`src/mem_pkg.sv`:
```
package mem_pkg;

    // ##################################################################
    // Widths and memory geometry
    // ##################################################################

    localparam int XLEN = 64;
    localparam int LANES = 8;

    // Doublewords of local data memory, indexed by address bits 10:3
    localparam int MEM_WORDS = 256;
    localparam int INDEX_BITS = 8;

    // Load and store size as decoded by the execute stage
    typedef enum logic [1:0] {
        ACC_NONE  = 2'd0,
        ACC_BYTE  = 2'd1,
        ACC_WORD  = 2'd2,
        ACC_DWORD = 2'd3
    } access_e;

    // ##################################################################
    // Coprocessor 0
    // ##################################################################

    localparam logic [4:0] CP0_STATUS = 5'd12;
    localparam logic [4:0] CP0_CAUSE = 5'd13;
    localparam logic [4:0] CP0_EPC = 5'd14;

    // Cause register exception codes
    typedef enum logic [4:0] {
        EXC_INT = 5'd0,
        EXC_RI  = 5'd10,
        EXC_OV  = 5'd12
    } exc_code_e;

    // Status register fields, interrupt mask occupies 8 bits from IM_LO
    localparam int STATUS_IE = 0;
    localparam int STATUS_EXL = 1;
    localparam int STATUS_IM_LO = 8;

endpackage
```
`src/store_aligner.sv`:
```
`timescale 1ns/1ps

module store_aligner (
    input  logic [mem_pkg::XLEN-1:0]  ex_out,
    input  logic [mem_pkg::XLEN-1:0]  ex_b_data,
    input  mem_pkg::access_e          ex_store_type,
    input  logic                      d_valid,
    output logic [mem_pkg::LANES-1:0] lane_we,
    output logic [mem_pkg::XLEN-1:0]  lane_wdata
);
    logic [2:0] offset;
    logic [mem_pkg::LANES-1:0] we_raw;

    assign offset = ex_out[2:0];

    always_comb begin
        we_raw = '0;
        lane_wdata = ex_b_data;
        case (ex_store_type)
            mem_pkg::ACC_BYTE: begin
                we_raw = 8'b1 << offset;
                // Low byte copied to every lane, only one lane is enabled
                lane_wdata = {mem_pkg::LANES{ex_b_data[7:0]}};
            end
            mem_pkg::ACC_WORD: begin
                we_raw = offset[2] ? 8'hf0 : 8'h0f;
                lane_wdata = {2{ex_b_data[31:0]}};
            end
            mem_pkg::ACC_DWORD: begin
                we_raw = '1;
            end
            default: begin
                we_raw = '0;
            end
        endcase
    end

    // An access claimed by the external data port never touches local memory
    assign lane_we = d_valid ? '0 : we_raw;

endmodule

```
`config.mk`:
```
export PLATFORM = sky130hd
export DESIGN_NAME = store_aligner
export DESIGN_NICKNAME = d
export VERILOG_FILES = /design/src/mem_pkg.sv /design/src/store_aligner.sv
export SDC_FILE = /design/constraint.sdc
export NUM_CORES = 1
export LEC_CHECK = 0
export ABC_AREA = 1
export BUFFER_PORTS_ARGS = -buffer_cell sky130_fd_sc_hd__buf_2
export CORE_AREA = 2 2 79 81
export DETAILED_ROUTE_END_ITERATION = 12
export DIE_AREA = 0 0 81 83
export PLACE_DENSITY = 0.65
export SLEW_MARGIN = 15
export SYNTH_ARGS = -nofsm -noshare
export SYNTH_HDL_FRONTEND = slang
export SYNTH_SLANG_ARGS = --single-unit
```
`constraint.sdc`:
```
create_clock -name vclk -period 1.23
set_clock_uncertainty 0.1 [all_clocks]
set_input_delay 0.1845 -clock vclk [all_inputs]
set_output_delay 0.1845 -clock vclk [all_outputs]
set_load 0.005 [all_outputs]
```
==> flow_metrics.py <==
metrics = {
    "finish": {
        "diodes": 0,
        "fin_area_um2": 2460,
        "drive_gt1_frac": 0.564,
        "multiInputGateArea_um2": 1220,
        "fill_cells": 639,
        "nNetsFinal": 541,
        "ff_latch_area_um2": 0,
        "numSequentialCells": 0,
        "syn_to_final_growth_pct": 109,
        "clkbuf_count": 0,
    },
    "synthesis": {
        "synth_seq_area_share": 0,
        "yosys-top-cells-count": "nand2_1 (193), inv_1 (16), buf_4 (11), nor2_1 (11)",
        "synth.most_common_cell": "nand2_1",
        "synthTopCellsByArea": "nand2_1 (62%), buf_6 (7.7%), buf_4 (7.0%)",
        "synthCells": 267,
        "yosysTopAreaCell": "nand2_1",
        "synth_area_um2": 1180,
        "avgSynthCellArea_um2": 4.40,
        "syn_nets": 402,
        "yosysWarnings": 0,
        "synth_top_area_frac": 0.616,
        "ys_types": 14,
    },
    "worst_setup_path": {
        "critPathMaxFanout": 5,
        "crit_arrival_ps": 1160,
        "cp_cell_sequence": "buf_12, inv_8, ha_4, buf_12, clkbuf_16, nand2_4, nand2_1, buf_2",
        "cpPeakStageDelay_ps": 320,
        "cpMaxStageDelayCell": "ha_4",
        "crit_required_ps": 950,
        "end_kind": "primary output",
        "crit_path_frequent_cell": "buf_12",
        "crit_path_start_kind": "input port",
        "crit_type": "input port to primary output",
    },
    "grt": {
        "grt_max_degree": 34,
        "antenna_found_initial": 0,
        "globalRouteTotalUtil": 0.159,
        "grt_first_pass_wirelength_um": 8540,
        "grt-ovfl-total": 0,
        "grt_pass1_vias": 1790,
    },
    "sta": {
        "setup_ws_ps": -215,
        "slew-limit-headroom": 0.891,
        "timing_hold_violations_final": 0,
        "finalCritPeriodShare": 1.18,
        "worst_slew_pin_slew_ps": 163,
        "tns_ps": -11420,
        "slew_violations": 0,
        "finalSetupViolCount": 64,
        "fin_crit_ps": 1450,
        "fmax_ghz": 0.692,
        "rsz0062_at_grt": "true",
    },
    "floorplan": {
        "initial_core_util": 0.202,
        "die_y_um": 83,
        "num_rows": 28,
        "core_area_um2": 5820,
        "fp.dieArea_um2": 6720,
        "die-width_um": 81,
        "pin_count": 203,
    },
    "placed_design": {
        "portBuffers": 142,
        "routabilityCongestion": 0.809,
        "hpwl_um": 4640,
        "pre_cts_ws_ps": -417,
        "dpl_cell_area_um2": 1960,
    },
    "power": {
        "p_switching_uw": 609,
        "p_per_area_nw_per_um2": 488,
        "p_int_uw": 591,
        "power_frac_clock": 0,
        "combPwrFrac": 1.000,
        "netSwitchingFraction": 0.508,
        "seqPwrFrac": 0,
        "ir_worst_vdd_mv": 0.209,
        "p_leak_uw": 0.00161,
    },
    "hold_path": {
        "holdPathStages": 2,
        "hold_path_end": "lane_wdata[0]",
        "worstHoldStart": "ex_b_data[0]",
        "hold_path.class": "input port to primary output",
    },
    "detailed_routing": {
        "wl_um": 6220,
        "route.detailed.drc": 0,
        "vias": 2075,
        "avgRoutedWirePerCell_um": 13.0,
        "first_pass_iters": 4,
        "antenna_left": 0,
        "drtIter0Drc": 45,
        "via_per_inst": 4.33,
    },
    "run": {
        "drv_cap": 0,
    },
    "outcome": {
        "violations": "negative setup slack",
        "status": "complete, but fails checks",
    },
}
-- cells by family after synthesis --
| logic type | share of synthesized area |
|---|---|
| simple gates | 0.677 |
| fa+ha+maj | 0.0426 |
| buf+inv | 0.214 |
| compound gates | 0.0670 |
-- worst max-delay path, delay by kind of cell --
family | cells | cell delay, ps
AND/OR/NAND/NOR | 2 | 110
buffers and inverters | 5 | 530
adder cells (fa/ha/maj) | 1 | 320
-- power by group through the flow --
stage	clock network (uW)	logic, uW	registers, uW
finish	0	1200	0
global route	0	1310	0
CTS	0	1040	0
detailed placement	0	902	0
global placement	0	896	0
floorplan	0	453	0
-- placed cells by master (no fill, tap or decap), drive strengths merged --
cell / n
nand2: 193
buf: 157
inv: 17
nor2: 11
o21ai: 9
a21oi: 6
ha: 4
nand4: 3
clkbuf: 2
or2: 1
nand3: 1
-- through the flow --
stage | total power (uW) | hold slack [ps] | std cells | utilization
finish | 1200 | 484 | 479 | 0.423
floorplan | 453 | 350 | 267 | -
CTS | 1040 | 486 | 477 | 0.375
global placement | 896 | 482 | 473 | 0.338
detailed placement | 902 | 486 | 473 | 0.338
global route | 1310 | 495 | 479 | 0.423
-- cell type report --
cell class / instances / share of cell area
multi-input combinational: 228 / 0.495
timing repair buffer: 159 / 0.433
tap: 75 / 0.0381
inverter: 17 / 0.0341
-- what timing repair did --
item,in CTS,in global routing
hold buffers,0,0
gates cloned,2,2
hold endpoints to repair,0,0
pin swaps,13,19
buffers inserted,3,0
endpoints found under the setup margin,64,64
resized for setup,51,65
-- routing by layer --
metal / part of all wire / wire [um] / vias up / track usage
met5: 0 / 0 / - / 0
met2: 0.49 / 3040 / 104 / 0.289
met4: 0.0034 / 21 / 0 / 0.0139
met1: 0.43 / 2680 / 905 / 0.207
met3: 0.078 / 488 / 2 / 0.0130
li1: - / - / 1064 / -
-- worst max path at each step --
stage	end	slack, ps	from	cells past startpoint
finish	lane_wdata[47]	-220	ex_store_type[0]	8
CTS	lane_wdata[16]	-240	ex_store_type[1]	8
global placement	lane_wdata[34]	-400	ex_store_type[1]	8
global route	lane_wdata[56]	-250	ex_store_type[0]	8
detailed placement	lane_wdata[34]	-420	ex_store_type[1]	8
floorplan	lane_wdata[10]	1	ex_store_type[0]	8
Power figures use the tool's default switching activity.
