[config.mk]
export PLATFORM = sky130hd
export DESIGN_NAME = mem_byte_lane
export DESIGN_NICKNAME = d
export VERILOG_FILES = /design/src/mem_pkg.sv /design/src/mem_byte_lane.sv
export SDC_FILE = /design/constraint.sdc
export NUM_CORES = 2
export LEC_CHECK = 0
export BUFFER_PORTS_ARGS = -buffer_cell sky130_fd_sc_hd__clkbuf_2
export CORE_ASPECT_RATIO = 0.7
export CORE_UTILIZATION = 67
export CTS_CLUSTER_SIZE = 16
export DETAILED_ROUTE_END_ITERATION = 12
export PLACE_DENSITY = 0.83
export SKIP_CTS_REPAIR_TIMING = 1
export SLEW_MARGIN = 0
export SYNTH_ARGS = -nofsm -noshare
export SYNTH_HDL_FRONTEND = slang
export SYNTH_SLANG_ARGS = --single-unit
[constraint.sdc]
create_clock -name clock -period 107.5 [get_ports clock]
set_input_delay 10.75 -clock clock [delete_from_list [all_inputs] [get_ports clock]]
set_output_delay 10.75 -clock clock [all_outputs]
set_load 0.02 [all_outputs]
[src/mem_pkg.sv]
package mem_pkg;

    // ##################################################################
    // Widths and memory geometry
    // ##################################################################

    localparam int XLEN = 64;
    localparam int LANES = 8;

    // Doublewords of local data memory, indexed by address bits 10:3
    localparam int MEM_WORDS = 256;
    localparam int INDEX_BITS = 8;

    // Load and store size as decoded by the execute stage
    typedef enum logic [1:0] {
        ACC_NONE  = 2'd0,
        ACC_BYTE  = 2'd1,
        ACC_WORD  = 2'd2,
        ACC_DWORD = 2'd3
    } access_e;

    // ##################################################################
    // Coprocessor 0
    // ##################################################################

    localparam logic [4:0] CP0_STATUS = 5'd12;
    localparam logic [4:0] CP0_CAUSE = 5'd13;
    localparam logic [4:0] CP0_EPC = 5'd14;

    // Cause register exception codes
    typedef enum logic [4:0] {
        EXC_INT = 5'd0,
        EXC_RI  = 5'd10,
        EXC_OV  = 5'd12
    } exc_code_e;

    // Status register fields, interrupt mask occupies 8 bits from IM_LO
    localparam int STATUS_IE = 0;
    localparam int STATUS_EXL = 1;
    localparam int STATUS_IM_LO = 8;

endpackage
[src/mem_byte_lane.sv]
`timescale 1ns/1ps

module mem_byte_lane (
    input  logic                           clock,
    input  logic                           reset,
    input  logic [mem_pkg::INDEX_BITS-1:0] index,
    input  logic                           we,
    input  logic [7:0]                     wdata,
    output logic [7:0]                     rdata
);
    logic [7:0] bytes [mem_pkg::MEM_WORDS];

    always_ff @(posedge clock, posedge reset) begin
        if (reset) begin
            for (int i = 0; i < mem_pkg::MEM_WORDS; i++) begin
                bytes[i] <= 8'h00;
            end
        end else if (we) begin
            bytes[index] <= wdata;
        end
    end

    // Read port is asynchronous
    assign rdata = bytes[index];

endmodule

==> flow_metrics.py <==
metrics = {
    "power_and_ir_drop": {
        "cell_internal_pwr_mw": 1.25,
        "switching_share_pct": 23.5,
        "switchingPower_mw": 0.384,
        "leakagePower_nw": 47.3,
        "combPwrFrac_pct": 7.5,
        "clockPowerShare_pct": 41.8,
        "ir_drop_v": 0.0000170,
        "p_per_area_mw_per_mm2": 16.2,
        "pwr-share-seq_pct": 50.7,
    },
    "worst_setup_path": {
        "crit_arrival_ps": 16800,
        "start_kind": "primary input",
        "r2r_slack_ps": 106640,
        "path_buf_inv": 6,
        "cp_data_required_time_ps": 96750,
        "crit_slowest_cell": "o41ai_1",
        "cp_common_cell": "buf_4",
        "path_cells": "buf_8 > buf_4 > buf_4 > buf_4 > buf_4 > mux4_2 > a22oi_1 > a21oi_1 > o41ai_1 > nand4_1 > clkbuf_2",
        "critical_path_class": "in2out",
        "crit_family": "buffers and inverters",
        "crit_fanout": 65,
        "slowest_delay_ps": 850,
        "endpoint_kind": "output port",
    },
    "final_layout": {
        "area_growth_pct": 8.14,
        "drive_above_1_share_pct": 47.7,
        "largest_reg_flops": 2048,
        "mostFrequentLayoutCells": "dfrtp_1, mux2_2, mux4_2, mux2_1, a22oi_1",
        "fin_nets": 5695,
        "n_fill_cell": 8162,
        "reg.largest.list": "bytes: 2048 flops",
        "top_register": "bytes",
        "final_common_cell": "dfrtp_1",
    },
    "detailed_routing": {
        "drt_drc_violations_left": 0,
        "wirelength_um": 234000,
        "vias_per_cell": 6.98,
        "first_pass_iters": 8,
        "num_vias": 53500,
        "drt-wirelength-per-cell_um": 30.5,
        "postRouteAntennaNets": 0,
        "drt_iter0_drc": 5204,
    },
    "yosys": {
        "ys_seq_area_share_pct": 55.2,
        "syn_area_per_cell_um2": 15.9,
        "synth_nets": 5850,
        "syn_area_mm2": 0.0929,
        "synthCells": 5831,
        "yosysWarningCount": 0,
        "ys_ff_latch": 2048,
        "synth.distinct_cells": 32,
    },
    "floorplanning": {
        "dieArea_mm2": 0.140,
        "ios": 27,
        "die_y_um": 313,
        "start_util_pct": 68.0,
        "die_w_um": 447,
        "core-area_mm2": 0.137,
        "rows": 113,
    },
    "sta": {
        "clock_skew_ps": 0,
        "maxSlewViolCount": 0,
        "clock.fmax_ghz": 0.0363,
        "relSlewSlack_pct": 13.0,
        "max_slew.worst_pin.slew_ps": 1310,
        "finalCritPeriodShare_pct": 25.6,
        "hold_slack_ps": 483,
        "setup_viol": 0,
        "rsz0062_at_grt": "false",
        "setup_tns_ps": 0,
        "period_needed_ps": 27550,
        "final_hold_viol_count": 0,
    },
    "clocking": {
        "htree_levels": 4,
        "path_clk_slew_ps": 60,
        "cts_tree": "built",
        "clock_path_buffers": 3,
        "insertion_delay_ps": 810,
        "clock-sinks": 2048,
        "numCtsBuffers": 185,
        "ctsRootBufferMaster": "clkbuf_16",
    },
    "outcome": {
        "status": "finished, final reports clean",
    },
    "global_route": {
        "grt_max_degree": 126,
        "overflow": 0,
        "antenna_found_initial": 6,
        "grt_pass1_vias": 56500,
        "grt_pass1_wl_um": 364000,
        "grt_usage_pct": 34.7,
    },
    "run": {
        "maxCapViolCount": 0,
    },
    "placed_design": {
        "dpl.hpwl_um": 144000,
        "port_buffers": 26,
        "place.gp.congestion": 0.853,
    },
    "worst_hold_path": {
        "hp-class": "reg2reg",
    },
}
## cells in the mapped netlist
cell type | count | area [um^2]
nor3b_2 | 2 | 25.0
nor3_1 | 5 | 25.0
nand4_1 | 8 | 50.1
o41ai_1 | 32 | 280
or2_2 | 1 | 6.26
and3_1 | 1 | 6.26
inv_1 | 1 | 3.75
nor4b_2 | 1 | 15.0
nor2_4 | 33 | 372
buf_4 | 19 | 143
buf_2 | 63 | 315
a22oi_1 | 256 | 1920
and3b_1 | 2 | 17.5
or2_1 | 1 | 6.26
mux2_1 | 437 | 4920
mux2_2 | 1611 | 18100
dfrtp_1 | 2048 | 51200
buf_1 | 36 | 135
and2_1 | 2 | 12.5
mux4_2 | 512 | 11500
nand2b_1 | 6 | 37.5
nor2_1 | 29 | 109
clkbuf_1 | 318 | 1190
a21oi_1 | 128 | 641
nand2_2 | 40 | 250
nand2_1 | 60 | 225
nand3_1 | 5 | 25.0
nand4b_1 | 1 | 8.76
nand3b_1 | 2 | 15.0
buf_6 | 24 | 270
nor2b_1 | 6 | 37.5
nor2_2 | 141 | 882
## cell type report
type	count	area, um^2	share of cell area, %
inverters	1	11.3	0.0112
flip-flops and latches	2048	51200	51.0
clock buffers	279	5550	5.53
repair buffers	118	961	0.957
multi-input cells	3322	39700	39.5
diodes	4	10.0	0.00997
well taps	1840	2300	2.29
clock inverters	60	683	0.680
## routing by layer
layer,vias to the layer above,GRT usage (%),part of all wire (%)
met5,-,0,0.0051
met2,2278,49.1,45
met1,29300,53.1,42
li1,21600,-,-
met3,390,9.65,10
met4,2,10.3,2.8
## power by group through the flow
stage	sequential, mW	clock (mW)	combinational, mW
after floorplan	0.838	0	0.0928
after global placement	0.837	0	0.118
after detailed placement	0.840	0	0.123
after CTS	0.826	0.686	0.123
after global routing	0.830	0.719	0.132
final	0.826	0.682	0.123
## path summary, 6_finish.rpt
kind | start | endpoint | cells past startpoint
max reg2reg | bytes[312]$_DFFE_PP0P_ | bytes[312]$_DFFE_PP0P_ | 1
max in group asynchronous | reset | bytes[901]$_DFFE_PP0P_ | 8
min reg2reg | bytes[1301]$_DFFE_PP0P_ | bytes[1301]$_DFFE_PP0P_ | 1
min in group asynchronous | reset | bytes[2037]$_DFFE_PP0P_ | 2
min | bytes[1301]$_DFFE_PP0P_ | bytes[1301]$_DFFE_PP0P_ | 1
max | index[0] | rdata[0] | 11
## per-stage QoR
step           utilization, %  setup slack, ps  instance area, um^2  cells  power (mW)
6_report                 73.5            79950               100000   7672        1.63
5_1_grt                  73.5            79490               100000   7670        1.68
4_1_cts                  73.5            79800               100000   7668        1.64
3_5_place_dp             69.0            79820                94200   7329       0.962
3_3_place_gp             69.0            79810                94200   7329       0.955
2_1_floorplan               -            38900                92900   5831       0.931
## cell families after synthesis
| group | Yosys count | share of synthesized area, % |
|---|---|---|
| buffers and inverters | 461 | 2.22 |
| AO/OA/AOI/OAI | 416 | 3.06 |
| multiplexers | 2560 | 37.2 |
| AND/OR/NAND/NOR | 346 | 2.29 |
| flip-flops | 2048 | 55.2 |
No activity file was read; power rests on OpenSTA's default activity.
