==> config.mk <==
export PLATFORM = sky130hd
export DESIGN_NAME = cp0
export DESIGN_NICKNAME = d
export VERILOG_FILES = /design/src/mem_pkg.sv /design/src/cp0.sv
export SDC_FILE = /design/constraint.sdc
export NUM_CORES = 1
export LEC_CHECK = 0
export BUFFER_PORTS_ARGS = -buffer_cell sky130_fd_sc_hd__buf_2
export CAP_MARGIN = 10
export CORE_MARGIN = 2
export CORE_UTILIZATION = 44
export CTS_CLUSTER_DIAMETER = 120
export DETAILED_ROUTE_END_ITERATION = 6
export GPL_TIMING_DRIVEN = 0
export HOLD_SLACK_MARGIN = 0.08
export PLACE_DENSITY = 0.77
export SYNTH_ARGS = -nofsm -noshare
export SYNTH_HDL_FRONTEND = slang
export SYNTH_SLANG_ARGS = --single-unit
==> constraint.sdc <==
create_clock -name clock -period 4.4 [get_ports clock]
set_clock_uncertainty 0.15 [all_clocks]
set_input_delay 0.88 -clock clock [delete_from_list [all_inputs] [get_ports clock]]
set_output_delay 0.88 -clock clock [all_outputs]
set_load 0.03 [all_outputs]
==> src/mem_pkg.sv <==
package mem_pkg;

    // ##################################################################
    // Widths and memory geometry
    // ##################################################################

    localparam int XLEN = 64;
    localparam int LANES = 8;

    // Doublewords of local data memory, indexed by address bits 10:3
    localparam int MEM_WORDS = 256;
    localparam int INDEX_BITS = 8;

    // Load and store size as decoded by the execute stage
    typedef enum logic [1:0] {
        ACC_NONE  = 2'd0,
        ACC_BYTE  = 2'd1,
        ACC_WORD  = 2'd2,
        ACC_DWORD = 2'd3
    } access_e;

    // ##################################################################
    // Coprocessor 0
    // ##################################################################

    localparam logic [4:0] CP0_STATUS = 5'd12;
    localparam logic [4:0] CP0_CAUSE = 5'd13;
    localparam logic [4:0] CP0_EPC = 5'd14;

    // Cause register exception codes
    typedef enum logic [4:0] {
        EXC_INT = 5'd0,
        EXC_RI  = 5'd10,
        EXC_OV  = 5'd12
    } exc_code_e;

    // Status register fields, interrupt mask occupies 8 bits from IM_LO
    localparam int STATUS_IE = 0;
    localparam int STATUS_EXL = 1;
    localparam int STATUS_IM_LO = 8;

endpackage
==> src/cp0.sv <==
`timescale 1ns/1ps

module cp0 (
    input  logic                     clock,
    input  logic                     reset,
    input  logic [4:0]               regnum,
    input  logic [mem_pkg::XLEN-1:0] wdata,
    input  logic                     mtc0,
    input  logic                     eret,
    input  logic                     mfc0,
    input  logic                     overflow,
    input  logic                     reserved_inst,
    input  logic [mem_pkg::XLEN-1:0] next_pc,
    input  logic [7:0]               interrupt_sources,
    output logic [mem_pkg::XLEN-1:0] rdata,
    output logic [mem_pkg::XLEN-1:0] epc,
    output logic                     taken_handler
);
    logic [mem_pkg::XLEN-1:0] status;
    logic [mem_pkg::XLEN-1:0] epc_q;
    logic [mem_pkg::XLEN-1:0] epc_d;
    logic [mem_pkg::XLEN-1:0] cause_view;
    mem_pkg::exc_code_e exc_code;
    mem_pkg::exc_code_e code_d;
    logic [7:0] pending;
    logic interrupt_taken;

    // ##################################################################
    // Event detection
    // ##################################################################

    assign pending = interrupt_sources & status[mem_pkg::STATUS_IM_LO +: 8];

    assign interrupt_taken = (|pending) && status[mem_pkg::STATUS_IE]
                             && !status[mem_pkg::STATUS_EXL];

    // Exceptions ignore IE and EXL
    assign taken_handler = overflow || reserved_inst || interrupt_taken;

    always_comb begin
        if (overflow) begin
            code_d = mem_pkg::EXC_OV;
        end else if (reserved_inst) begin
            code_d = mem_pkg::EXC_RI;
        end else begin
            code_d = mem_pkg::EXC_INT;
        end
    end

    // ##################################################################
    // Registers
    // ##################################################################

    always_comb begin
        epc_d = epc_q;
        if (taken_handler) begin
            epc_d = next_pc;
        end else if (mtc0 && regnum == mem_pkg::CP0_EPC) begin
            epc_d = wdata;
        end
    end

    always_ff @(posedge clock, posedge reset) begin
        if (reset) begin
            epc_q <= '0;
        end else begin
            epc_q <= epc_d;
        end
    end

    always_ff @(posedge clock, posedge reset) begin
        if (reset) begin
            status <= '0;
            exc_code <= mem_pkg::EXC_INT;
        end else if (taken_handler) begin
            status[mem_pkg::STATUS_EXL] <= 1'b1;
            exc_code <= code_d;
        end else begin
            if (mtc0 && regnum == mem_pkg::CP0_STATUS) begin
                status <= wdata;
            end
            if (mtc0 && regnum == mem_pkg::CP0_CAUSE) begin
                exc_code <= mem_pkg::exc_code_e'(wdata[6:2]);
            end
            if (eret) begin
                status[mem_pkg::STATUS_EXL] <= 1'b0;
            end
        end
    end

    // Value EPC holds after the coming edge
    assign epc = epc_d;

    // Pending lines are live in IP, ExcCode sits in bits 6:2
    assign cause_view = {{(mem_pkg::XLEN - 16){1'b0}}, interrupt_sources,
                         1'b0, exc_code, 2'b00};

    always_comb begin
        rdata = '0;
        if (mfc0) begin
            case (regnum)
                mem_pkg::CP0_STATUS: rdata = status;
                mem_pkg::CP0_CAUSE:  rdata = cause_view;
                mem_pkg::CP0_EPC:    rdata = epc_q;
                default:             rdata = '0;
            endcase
        end
    end

endmodule

==> results.yml <==
setup_path:
  critPathRequiredTime_ps: 3370
  crit_family: "buffers and inverters"
  worst-setup-path-type: "primary input to primary output"
  start_kind: "primary input"
  end_kind: "primary output"
  slowest_stage: "o21ai_0"
  timing.rr.start: "status[1]$_DFFE_PP0P_"
  cpPeakStageDelay_ps: 290
  path_buf_inv: 5
  reg2reg_slack_ps: 2060
  r2r_end: "status[12]$_DFFE_PP0P_"
  reg2reg_depth: 6
  path_common_cell: "buf_2"
  crit_chain: "buf_2 -> a22oi_2 -> a41oi_4 -> or2_1 -> buf_6 -> buf_6 -> buf_2 -> o21ai_0 -> buf_2"
  arrival_ps: 2840
  crit_path_max_fanout: 10
floorplan:
  pin_count: 277
  core.rowCount: 45
  initial_utilization: 0.452
  die_h_um: 129
  die_area_sq_um: 16700
  fp.dieW_um: 129
  core_region_area_sq_um: 15300
timing:
  worst_pin_slew_ps: 833
  fin_crit_sh: 0.879
  setup_viol: 0
  finalSetupTns_ps: 0
  fin_hold_ws_ps: 353
  final_hold_viol_count: 0
  fmax_ghz: 0.258
  max_slew_margin: 0.443
  drv_slew: 0
  rsz0062_at_grt: "no"
  post-route-min-period_ps: 3870
cells_and_area:
  layout_commonest_cell: "buf_2"
  layout_common_cells: "buf_2 (291), dfrtp_1 (133), mux2i_1 (104), o21ai_0 (89), mux2_2 (87)"
  area_growth_pct: 34.7
  num-nets-final: 1047
  final_cell_area_sq_um: 9280
  drive_above_1_share: 0.480
placed_design:
  gp_congestion: 0.816
  place_area_sq_um: 8600
  portBuffers: 276
  hpwl_um: 15300
pwr:
  ir_drop_v: 0.000251
  pwr-share-seq: 0.387
  p_leak_nw: 4.95
  clkPwrFrac: 0.458
  swShare: 0.257
  p_int_w: 0.00264
  p_switching_w: 0.000916
  combPwrFrac: 0.155
  p_per_area_nw_per_um2: 384
hold_path:
  holdPathEnd: "status[24]$_DFFE_PP0P_"
  whs_path_depth: 1
  holdCritStartpoint: "status[24]$_DFFE_PP0P_"
  hp-class: "register to register"
synthesis:
  yosysWarnings: 0
  avgSynthCellArea_sq_um: 11.5
  yosysSeqAreaShare: 0.483
  synthDistinctLibCells: 35
  ys_ff_latch: 133
  netlist_area_sq_um: 6890
  synthArstFlopShare: 1.00
  synth_ff_type: "dfrtp_1"
  synth_edf_count: 0
  syn_inst: 601
  syn_nets: 749
global_routing:
  overflow: 0
  grt_first_pass_wirelength_um: 31400
  grt_start_max_net_pins: 38
  grt_use_total: 0.246
  grt_pass1_vias: 5956
  grt_antenna_before_repair: 1
cts:
  cts_resized: 0
  max-clock-path-buffers: 2
  cts_tree: "done"
  ctsHtreeMaxLevel: 4
  cts-root-buf: "clkbuf_16"
  post-cts-setup-buffer-count: 0
  clkTransAtPathRegs_ps: 60
  cts_buffers: 17
  clock_latency_ps: 410
  clock-sinks: 133
  postCtsHoldBufs: 0
flow_run:
  cap_viol_max_count: 0
drt:
  drt_iter0_markers: 304
  routed_via_density: 5.36
  drtAntennaViolNets: 0
  drc: 0
  vias: 6017
  first_pass_iters: 5
  routedWlPerCell_um: 18.3
  finalWirelength_um: 20600
status:
  outcome: "complete, no violations"
==> worst max-delay path by stage <==
stage | from | to | cells after the start
after global placement | interrupt_sources[1] | epc[41] | 9
after global routing | interrupt_sources[1] | epc[41] | 9
after CTS | interrupt_sources[1] | epc[41] | 9
after floorplan | interrupt_sources[2] | epc[40] | 7
final | interrupt_sources[2] | epc[41] | 9
after detailed placement | interrupt_sources[1] | epc[41] | 9
==> worst register-to-register path, delay by kind of cell, from the launching register on <==
kind | cells | cell delay, ps
buffers and inverters | 2 | 560
AO/OA/AOI/OAI | 1 | 360
multiplexers | 1 | 380
AND/OR/NAND/NOR | 2 | 380
flip-flops | 1 | 400
==> per-stage QoR <==
step	instances	utilization	setup WS (ps)	power [W]
after floorplan	601	-	638	0.00175
after global placement	1088	0.560	546	0.00193
after detailed placement	1091	0.564	559	0.00195
after CTS	1121	0.608	543	0.00359
after global routing	1122	0.608	375	0.00370
final	1123	0.608	531	0.00356
==> sequential cells by signal, indices dropped and copies added (netlist names) <==
| name | flops |
|---|---|
| status | 64 |
| exc_code | 5 |
| epc_q | 64 |
==> synthesized netlist by cell type (all sizes together), types with 3 or more instances <==
cell type,n,area share
dfrtp,133,0.48
mux2i,104,0.15
mux2,96,0.16
nand2,16,0.0087
nand2b,3,0.0027
a22oi,17,0.023
buf,28,0.025
nor2,59,0.032
a21oi,13,0.0094
clkbuf,18,0.0098
o21ai,94,0.068
inv,3,0.0016
==> cell families after synthesis <==
logic type / synth area share
buf+inv: 0.0367
mux: 0.313
compound gates: 0.110
flops: 0.483
simple gates: 0.0575
==> power groups by stage <==
stage               Sequential (W)  Combinational [W]  Clock, W
global placement           0.00140           0.000537         0
global route               0.00139           0.000596   0.00172
CTS                        0.00138           0.000554   0.00166
finish                     0.00138           0.000550   0.00163
floorplan                  0.00139           0.000361         0
detailed placement         0.00140           0.000551         0
==> final cells by class <==
class	instances	area, sq um
antenna	2	5.00
buffer	46	241
timing repair buffer	279	1440
tap	211	264
fill	1292	5980
multi-input combinational	419	3310
sequential	133	3330
clock buffer	19	453
inverter	3	15.0
clock inverter	11	223
==> per-layer routing <==
metal  vias to the layer above  part of all wire  track usage
li1                       2768                 -            -
met1                      2992              0.42        0.323
met2                       234              0.50        0.407
met3                        23             0.061       0.0533
met4                         0             0.016       0.0825
met5                         -                 0            0
(Power assumes the default switching activity.)
