[src/mem_pkg.sv]
package mem_pkg;

    // ##################################################################
    // Widths and memory geometry
    // ##################################################################

    localparam int XLEN = 64;
    localparam int LANES = 8;

    // Doublewords of local data memory, indexed by address bits 10:3
    localparam int MEM_WORDS = 256;
    localparam int INDEX_BITS = 8;

    // Load and store size as decoded by the execute stage
    typedef enum logic [1:0] {
        ACC_NONE  = 2'd0,
        ACC_BYTE  = 2'd1,
        ACC_WORD  = 2'd2,
        ACC_DWORD = 2'd3
    } access_e;

    // ##################################################################
    // Coprocessor 0
    // ##################################################################

    localparam logic [4:0] CP0_STATUS = 5'd12;
    localparam logic [4:0] CP0_CAUSE = 5'd13;
    localparam logic [4:0] CP0_EPC = 5'd14;

    // Cause register exception codes
    typedef enum logic [4:0] {
        EXC_INT = 5'd0,
        EXC_RI  = 5'd10,
        EXC_OV  = 5'd12
    } exc_code_e;

    // Status register fields, interrupt mask occupies 8 bits from IM_LO
    localparam int STATUS_IE = 0;
    localparam int STATUS_EXL = 1;
    localparam int STATUS_IM_LO = 8;

endpackage
[src/load_extractor.sv]
`timescale 1ns/1ps

module load_extractor (
    input  logic [mem_pkg::XLEN-1:0] lane_rdata,
    input  logic [2:0]               offset,
    input  mem_pkg::access_e         load_type,
    input  logic                     load_signed,
    output logic [mem_pkg::XLEN-1:0] load_data
);
    logic [7:0] byte_sel;
    logic [31:0] word_sel;
    logic [mem_pkg::XLEN-1:0] byte_ext;
    logic [mem_pkg::XLEN-1:0] word_ext;

    // Byte lane picked by the low address bits
    assign byte_sel = lane_rdata[{offset, 3'b000} +: 8];

    // Upper word when the address ends in 4
    assign word_sel = offset[2] ? lane_rdata[63:32] : lane_rdata[31:0];

    assign byte_ext = load_signed ? {{56{byte_sel[7]}}, byte_sel}
                                  : {56'b0, byte_sel};

    assign word_ext = load_signed ? {{32{word_sel[31]}}, word_sel}
                                  : {32'b0, word_sel};

    always_comb begin
        case (load_type)
            mem_pkg::ACC_BYTE: begin
                load_data = byte_ext;
            end
            mem_pkg::ACC_WORD: begin
                load_data = word_ext;
            end
            mem_pkg::ACC_DWORD: begin
                load_data = lane_rdata;
            end
            default: begin
                load_data = '0;
            end
        endcase
    end

endmodule

[config.mk]
export PLATFORM = sky130hd
export DESIGN_NAME = load_extractor
export DESIGN_NICKNAME = d
export VERILOG_FILES = /design/src/mem_pkg.sv /design/src/load_extractor.sv
export SDC_FILE = /design/constraint.sdc
export NUM_CORES = 1
export LEC_CHECK = 0
export ABC_CLOCK_PERIOD_IN_PS = 1500
export BUFFER_PORTS_ARGS = -buffer_cell sky130_fd_sc_hd__buf_2
export CORE_UTILIZATION = 42
export DETAILED_ROUTE_END_ITERATION = 12
export PLACE_DENSITY = 0.85
export REMOVE_ABC_BUFFERS = 1
export SYNTH_ARGS = -nofsm -noshare
export SYNTH_HDL_FRONTEND = slang
export SYNTH_SLANG_ARGS = --single-unit
[constraint.sdc]
create_clock -name vclk -period 1.5
set_input_delay 0.075 -clock vclk [all_inputs]
set_output_delay 0.075 -clock vclk [all_outputs]
set_load 0.01 [all_outputs]
==> impl_metrics.tcl, run 1 <==
set metrics [dict create \
    status "finished clean" \
    relSlewSlack 0.811 \
    dieArea_mm2 0.00429 \
    vias_per_cell 5.95 \
    grt-ovfl-total 0 \
    syn_avg_cell_area_um2 8.59 \
    drive_above_1_share 0.638 \
    wl_met1_mm 2.57 \
    first_pass_iters 4 \
    num_rows 22 \
    vias 2209 \
    drc 0 \
    powerDensity_mw_per_mm2 354 \
    cp-endpoint "load_data[3]" \
    leakage_nw 1.42 \
    synth_cells 197 \
    nClkBuffers 0 \
    wl_per_cell_um 16.6 \
    yosys.area.top_type "mux2i_1" \
    slew_viol_final 0 \
    die_width_um 65.5 \
    core_mm2 0.00377 \
    start_kind "input pin" \
    setup.worst_path.class "input pin to output pin" \
    num_io_pins 134 \
    cp.required_ns 1.42 \
    highest_layer "met4" \
    antenna_found_initial 0 \
    fin_crit_sh 0.974 \
    fmax_mhz 684 \
    ant_nets 0 \
    whs_ns 0.519 \
    utilization 0.674 \
    cts_hold_buf 0 \
    yosys.area.top_type_share 0.260 \
    setup_viol_count_final 0 \
    globalplace.congestion 0.836 \
    grt_usage 0.258 \
    drtIter0Drc 163 \
    start_util 0.449 \
    numPortBuffers 134 \
    holdPathStages 4 \
    grt_pass1_wl_mm 8.96 \
    grt_max_degree 42 \
    hold_viol 0 \
    fin_crit_ns 1.46 \
    finish.net_count 395 \
    critPathLaunch "offset[1]" \
    synth_most_common_cell "mux2i_1" \
    yosys-top-cells-count "44 x mux2i_1, 40 x o21ai_2, 33 x a21oi_1" \
    seq_area_frac_synth 0 \
    met2_length_mm 3.20 \
    p_total_w 0.000900 \
    ir_worst_vdd_mv 0.166 \
    die_h_um 65.5 \
    worst_slew_pin_slew_ns 0.276 \
    areaGrowthSynthToFinish_pct 50.2 \
    design.seq.count 0 \
    wl_met3_um 385 \
    worstPathArrival_ns 1.39 \
    synth_cell_type_count 23 \
    cp_max_fo 8 \
    hold_class "input pin to output pin" \
    synthTopCellsByArea "mux2i_1 26%, o21ai_2 21%, mux4_1 12%" \
    grt_pass1_vias 1933 \
    regArea_um2 0 \
    totalWireLength_mm 6.17 \
    netlist_area_mm2 0.00169 \
    diodes 0 \
    drv_cap 0 \
    endpoint_kind "output pin" \
    yosys_warnings 0 \
    hpwl_mm 4.50 \
]
-- power breakdown --
part           internal [W]  switching [W]  total (W)
Clock                     0              0          0
Sequential                0              0          0
Combinational      0.000433       0.000467   0.000900
-- worst min-delay path by stage --
stage,from,end,slack (ns)
floorplan,load_type[0],load_data[62],0.35
global placement,lane_rdata[23],load_data[23],0.52
detailed placement,lane_rdata[21],load_data[21],0.52
CTS,lane_rdata[21],load_data[21],0.52
global route,lane_rdata[21],load_data[21],0.55
finish,lane_rdata[21],load_data[21],0.52
-- layout by cell type (no fill, tap or decap), drive strengths merged --
cell type,instances
mux4,14
o22ai,7
buf,152
nand3b,1
a21oi,33
mux2i,44
o21ai,57
a211oi,1
clkbuf,3
nand3,1
nand4,2
inv,2
nand2,1
nor2b,1
nor3,1
nor2,1
nand2b,2
-- through the flow --
step / instance area [µm²] / setup WS (ns) / setup TNS [ns] / instances
2_1_floorplan: 1510 / -1.65 / -84.83 / 168
3_3_place_gp: 2460 / 0.0712 / 0 / 368
3_5_place_dp: 2460 / 0.0484 / 0 / 368
4_1_cts: 2460 / 0.0374 / 0 / 368
5_1_grt: 2540 / -0.0437 / -0.160 / 371
6_report: 2540 / 0.0389 / 0 / 371
-- per-layer routing --
metal	up-vias	GRT usage
met2	113	0.505
met3	2	0.0122
li1	1039	-
met5	-	0
met4	0	0.0217
met1	1055	0.317
-- cells by family (layout without fill, tap and decap cells) --
kind of cell | count (synthesis) | count (layout) | synth area share
buf+inv | 31 | 157 | 0.111
compound gates | 98 | 98 | 0.388
mux | 58 | 58 | 0.464
simple gates | 10 | 10 | 0.0362
-- area by class of cell --
class | count | area (µm²)
fillers | 322 | 1230
multi-input cells | 166 | 1530
inverters | 2 | 7.51
repair buffers | 155 | 948
well taps | 48 | 60.1
-- worst max-delay path: stages --
cell,delay (ns)
clkbuf_4,0.19
buf_12,0.15
mux4_1,0.55
mux2i_1,0.15
o22ai_1,0.10
buf_2,0.15
-- repair_timing --
item,in CTS,in global routing
endpoints found under the setup margin,0,53
hold endpoints to repair,0,0
buffers inserted,0,1
resized for setup,0,5
(Power assumes the default switching activity.)
==> run 2, diff against run 1 <==
--- a/config.mk
+++ b/config.mk
@@ -9,7 +9,7 @@
 export BUFFER_PORTS_ARGS = -buffer_cell sky130_fd_sc_hd__buf_2
 export CORE_UTILIZATION = 42
 export DETAILED_ROUTE_END_ITERATION = 12
-export PLACE_DENSITY = 0.85
+export PLACE_DENSITY = 0.95
 export REMOVE_ABC_BUFFERS = 1
 export SYNTH_ARGS = -nofsm -noshare
 export SYNTH_HDL_FRONTEND = slang
==> impl_metrics.tcl, run 2 (synthesized netlist as in run 1, its figures left out) <==
set metrics [dict create \
    grt_usage 0.282 \
    cts_hold_buf 0 \
    fin_crit_ns 1.44 \
    grt_max_degree 51 \
    clkPwrFrac 0 \
    antenna_found_initial 0 \
    drc 0 \
    worstPathArrival_ns 1.37 \
    powerDensity_mw_per_mm2 358 \
    regArea_um2 0 \
    slew_viol_final 0 \
    start_kind "input pin" \
    grt_pass1_vias 1999 \
    worst_slew_pin_slew_ns 0.422 \
    totalWireLength_mm 6.37 \
    core_mm2 0.00377 \
    status "finished clean" \
    cp_max_fo 28 \
    num_rows 22 \
    rsz0062_at_grt "no" \
    relSlewSlack 0.713 \
    switching_power_w 0.000481 \
    hpwl_mm 4.17 \
    drive_above_1_share 0.653 \
    areaGrowthSynthToFinish_pct 53.8 \
    endpoint_kind "output pin" \
    finalSetupTns_ns 0 \
    fillers 297 \
    num_io_pins 134 \
    design.seq.count 0 \
    swShare 0.517 \
    numPortBuffers 134 \
    ant_nets 0 \
    start_util 0.449 \
    drtIter0Drc 151 \
    vias_per_cell 5.95 \
    placed_cell_area_mm2 0.00243 \
    vias 2242 \
    cp.required_ns 1.42 \
    first_pass_iters 4 \
    nClkBuffers 0 \
    dieArea_mm2 0.00429 \
    p_int_w 0.000450 \
    fmax_mhz 692 \
    grt_pass1_wl_mm 9.65 \
    die_h_um 65.5 \
    hold_class "input pin to output pin" \
    whs_ns 0.527 \
    layout_common_cells "132 x buf_2, 42 x mux2i_1, 41 x o21ai_2, 33 x a21oi_1, 18 x buf_4" \
    hold_viol 0 \
    setup.worst_path.class "input pin to output pin" \
    ir_worst_vdd_mv 0.169 \
    fin_crit_sh 0.963 \
    finalInstanceArea_mm2 0.00260 \
    globalplace.congestion 0.781 \
    diodes 0 \
    setup_viol_count_final 0 \
    drv_cap 0 \
    mostFrequentLayoutCell "buf_2" \
    p_comb_frac 1.000 \
    leakage_nw 1.44 \
    pwr-share-seq 0 \
    finish.net_count 401 \
    wl_per_cell_um 16.9 \
    grt-ovfl-total 0 \
    die_width_um 65.5 \
]
## run 2: changes by cell type in the layout (fill, tap and decap cells not counted), sizes merged
cell	delta
buf	+8
clkbuf	-3
nor3	+1
## run 2: metrics by stage
stage | utilization | setup slack, ns | power [W] | cells
floorplan | - | -1.65 | 0.000470 | 168
global placement | 0.645 | -0.141 | 0.000839 | 366
detailed placement | 0.645 | -0.253 | 0.000861 | 366
CTS | 0.673 | 0.00750 | 0.000897 | 372
global route | 0.690 | 0.00441 | 0.000999 | 377
finish | 0.690 | 0.0551 | 0.000931 | 377
## run 2: final cells by class
class / instances / area, µm² / area share
inverter: 2 / 7.51 / 0.00288
multi-input combinational: 167 / 1550 / 0.594
timing repair buffer: 160 / 990 / 0.380
tap: 48 / 60.1 / 0.0231
## run 2: final timing paths
kind           start       endpoint  depth (start not counted)
max        offset[2]  load_data[63]                          9
min   lane_rdata[53]  load_data[53]                          4
## run 2: metal layers
metal | part of all wire | global-route usage | vias up
li1 | - | - | 1062
met1 | 0.41 | 0.371 | 1062
met2 | 0.52 | 0.513 | 114
met3 | 0.063 | 0.0139 | 4
met4 | 0.0072 | 0.0462 | 0
met5 | 0 | 0 | -
## run 2: timing repair
action                     CTS  global route
setup endpoints to repair   45            60
hold endpoints to repair     0             0
resized for setup            4            19
gates cloned                 2             0
pin swaps                    3             3
setup buffers                4             6
## run 2: power by group through the flow
stage                     Clock [W]  Combinational (W)  Sequential (W)
after floorplan                   0           0.000470               0
after global placement            0           0.000839               0
after detailed placement          0           0.000861               0
after CTS                         0           0.000897               0
after global routing              0           0.000999               0
final                             0           0.000931               0
## run 2: worst max-delay path, stage by stage
cell	delay (ns)
buf_2	0.13
buf_12	0.13
nor2b_1	0.20
a211oi_2	0.10
nand4_1	0.10
buf_4	0.16
buf_12	0.19
o21ai_0	0.12
buf_2	0.15
==> run 3, diff against run 2 <==
--- a/config.mk
+++ b/config.mk
@@ -7,10 +7,12 @@
 export LEC_CHECK = 0
 export ABC_CLOCK_PERIOD_IN_PS = 1500
 export BUFFER_PORTS_ARGS = -buffer_cell sky130_fd_sc_hd__buf_2
+export CAP_MARGIN = 20
 export CORE_UTILIZATION = 42
 export DETAILED_ROUTE_END_ITERATION = 12
 export PLACE_DENSITY = 0.95
 export REMOVE_ABC_BUFFERS = 1
+export SETUP_SLACK_MARGIN = 0.15
 export SYNTH_ARGS = -nofsm -noshare
 export SYNTH_HDL_FRONTEND = slang
 export SYNTH_SLANG_ARGS = --single-unit
==> constraint.sdc (replaced) <==
create_clock -name vclk -period 1.5
set_input_delay 0.15 -clock vclk [all_inputs]
set_output_delay 0.15 -clock vclk [all_outputs]
set_load 0.01 [all_outputs]
==> impl_metrics.tcl, run 3 (synthesized netlist as in run 1, its figures left out) <==
set metrics [dict create \
    vias 2297 \
    ir_worst_vdd_mv 0.154 \
    fin_ws_ns -0.0686 \
    hpwl_mm 4.31 \
    globalplace.congestion 0.807 \
    fin_crit_sh 1.05 \
    setup_viol_count_final 29 \
    die_width_um 65.5 \
    grt_pass1_wl_mm 10.0 \
    start_util 0.449 \
    drc 0 \
    finish.net_count 397 \
    fillers 295 \
    drv_cap 0 \
    multi_input_area_mm2 0.00157 \
    num_rows 22 \
    worst_slew_pin_slew_ns 0.328 \
    drive_above_1_share 0.717 \
    p_total_w 0.000972 \
    holdPathStages 4 \
    powerDensity_mw_per_mm2 363 \
    totalWireLength_mm 6.58 \
    setup.worst_path.class "input pin to output pin" \
    fmax_mhz 638 \
    regArea_um2 0 \
    dp_cells 366 \
    numPortBuffers 134 \
    hold_viol 0 \
    worstPathArrival_ns 1.42 \
    areaGrowthSynthToFinish_pct 58.3 \
    holdCritStartpoint "lane_rdata[14]" \
    cp.required_ns 1.35 \
    nClkBuffers 0 \
    core_mm2 0.00377 \
    relSlewSlack 0.781 \
    fin_crit_ns 1.57 \
    whs_endpoint "load_data[14]" \
    violations "setup timing" \
    hold_class "input pin to output pin" \
    vias_per_cell 6.16 \
    slew_viol_final 0 \
    start_kind "input pin" \
    endpoint_kind "output pin" \
    rsz0062_at_grt "yes" \
    max_stage_delay_ns 0.20 \
    layout_common_cells "131 x buf_2, 55 x o21ai_2, 43 x mux2i_1, 33 x a21oi_1, 14 x mux4_2" \
    cp_slowest_cell "buf_4" \
    cts_hold_buf 0 \
    cp_max_fo 14 \
    design.seq.count 0 \
    grt-ovfl-total 0 \
    status "finished, violations left" \
    finalInstanceArea_mm2 0.00268 \
    grt_usage 0.294 \
    first_pass_iters 4 \
    mostFrequentLayoutCell "buf_2" \
    crit_chain "buf_12 -> mux2i_4 -> a211oi_2 -> nand4_1 -> buf_4 -> clkbuf_16 -> o21ai_2 -> buf_2" \
    path_delay_family "buffers and inverters" \
    placed_cell_area_mm2 0.00245 \
    antenna_found_initial 0 \
    dieArea_mm2 0.00429 \
    grt_max_degree 51 \
    die_h_um 65.5 \
    grt_pass1_vias 2102 \
    stdcell_count 373 \
    leakage_nw 1.46 \
    critPathBufInv 4 \
    ant_nets 0 \
    num_io_pins 134 \
    wl_per_cell_um 17.6 \
    drtIter0Drc 125 \
    diodes 0 \
]
run 3: changes by cell type in the layout (fill, tap and decap cells not counted), sizes merged:
cell,change
buf,-4
clkbuf,+1
nor3,-1
run 3: cell type report:
| type | count | area share |
|---|---|---|
| repair buffers | 157 | 0.390 |
| inverters | 2 | 0.00280 |
| well taps | 48 | 0.0224 |
| multi-input cells | 166 | 0.585 |
run 3: timing repair:
action,in CTS,in global routing
gates resized for setup,37,19
setup endpoints to repair,63,64
setup buffers,2,0
cloned,4,1
pin swaps,2,0
run 3: per-layer routing:
metal	share of wire	wire length, µm	vias to the layer above	track usage
met5	0	0	-	0
met4	0.017	111	0	0.0897
met3	0.074	486	14	0.0313
met2	0.52	3430	136	0.543
met1	0.39	2550	1102	0.352
li1	-	-	1045	-
run 3: how the worst max path moves through the flow:
stage                       startpoint  cells past startpoint  slack [ns]       endpoint
after floorplan           load_type[1]                      4       -1.80  load_data[10]
after global placement       offset[1]                      7       -0.08  load_data[17]
after detailed placement     offset[1]                      7       -0.16  load_data[20]
after CTS                    offset[1]                      8       -0.01  load_data[49]
after global routing         offset[1]                      8       -0.14  load_data[55]
final                        offset[1]                      8       -0.07  load_data[55]
run 3: report_power, final:
| part | leakage [nW] | total (W) | switching [W] | internal (W) |
|---|---|---|---|---|
| clock network | 0 | 0 | 0 | 0 |
| logic | 1.46 | 0.000972 | 0.000500 | 0.000472 |
| registers | 0 | 0 | 0 | 0 |
| total | 1.46 | 0.000972 | 0.000500 | 0.000472 |
run 3: per-stage QoR:
step	worst slack, ns	utilization	hold WS (ns)	TNS [ns]
floorplan	-1.80	-	0.499	-94.43
global placement	-0.0827	0.649	0.670	-2.37
detailed placement	-0.157	0.649	0.682	-6.32
CTS	-0.0117	0.690	0.679	-0.192
global route	-0.141	0.710	0.700	-4.67
finish	-0.0686	0.710	0.670	-0.736
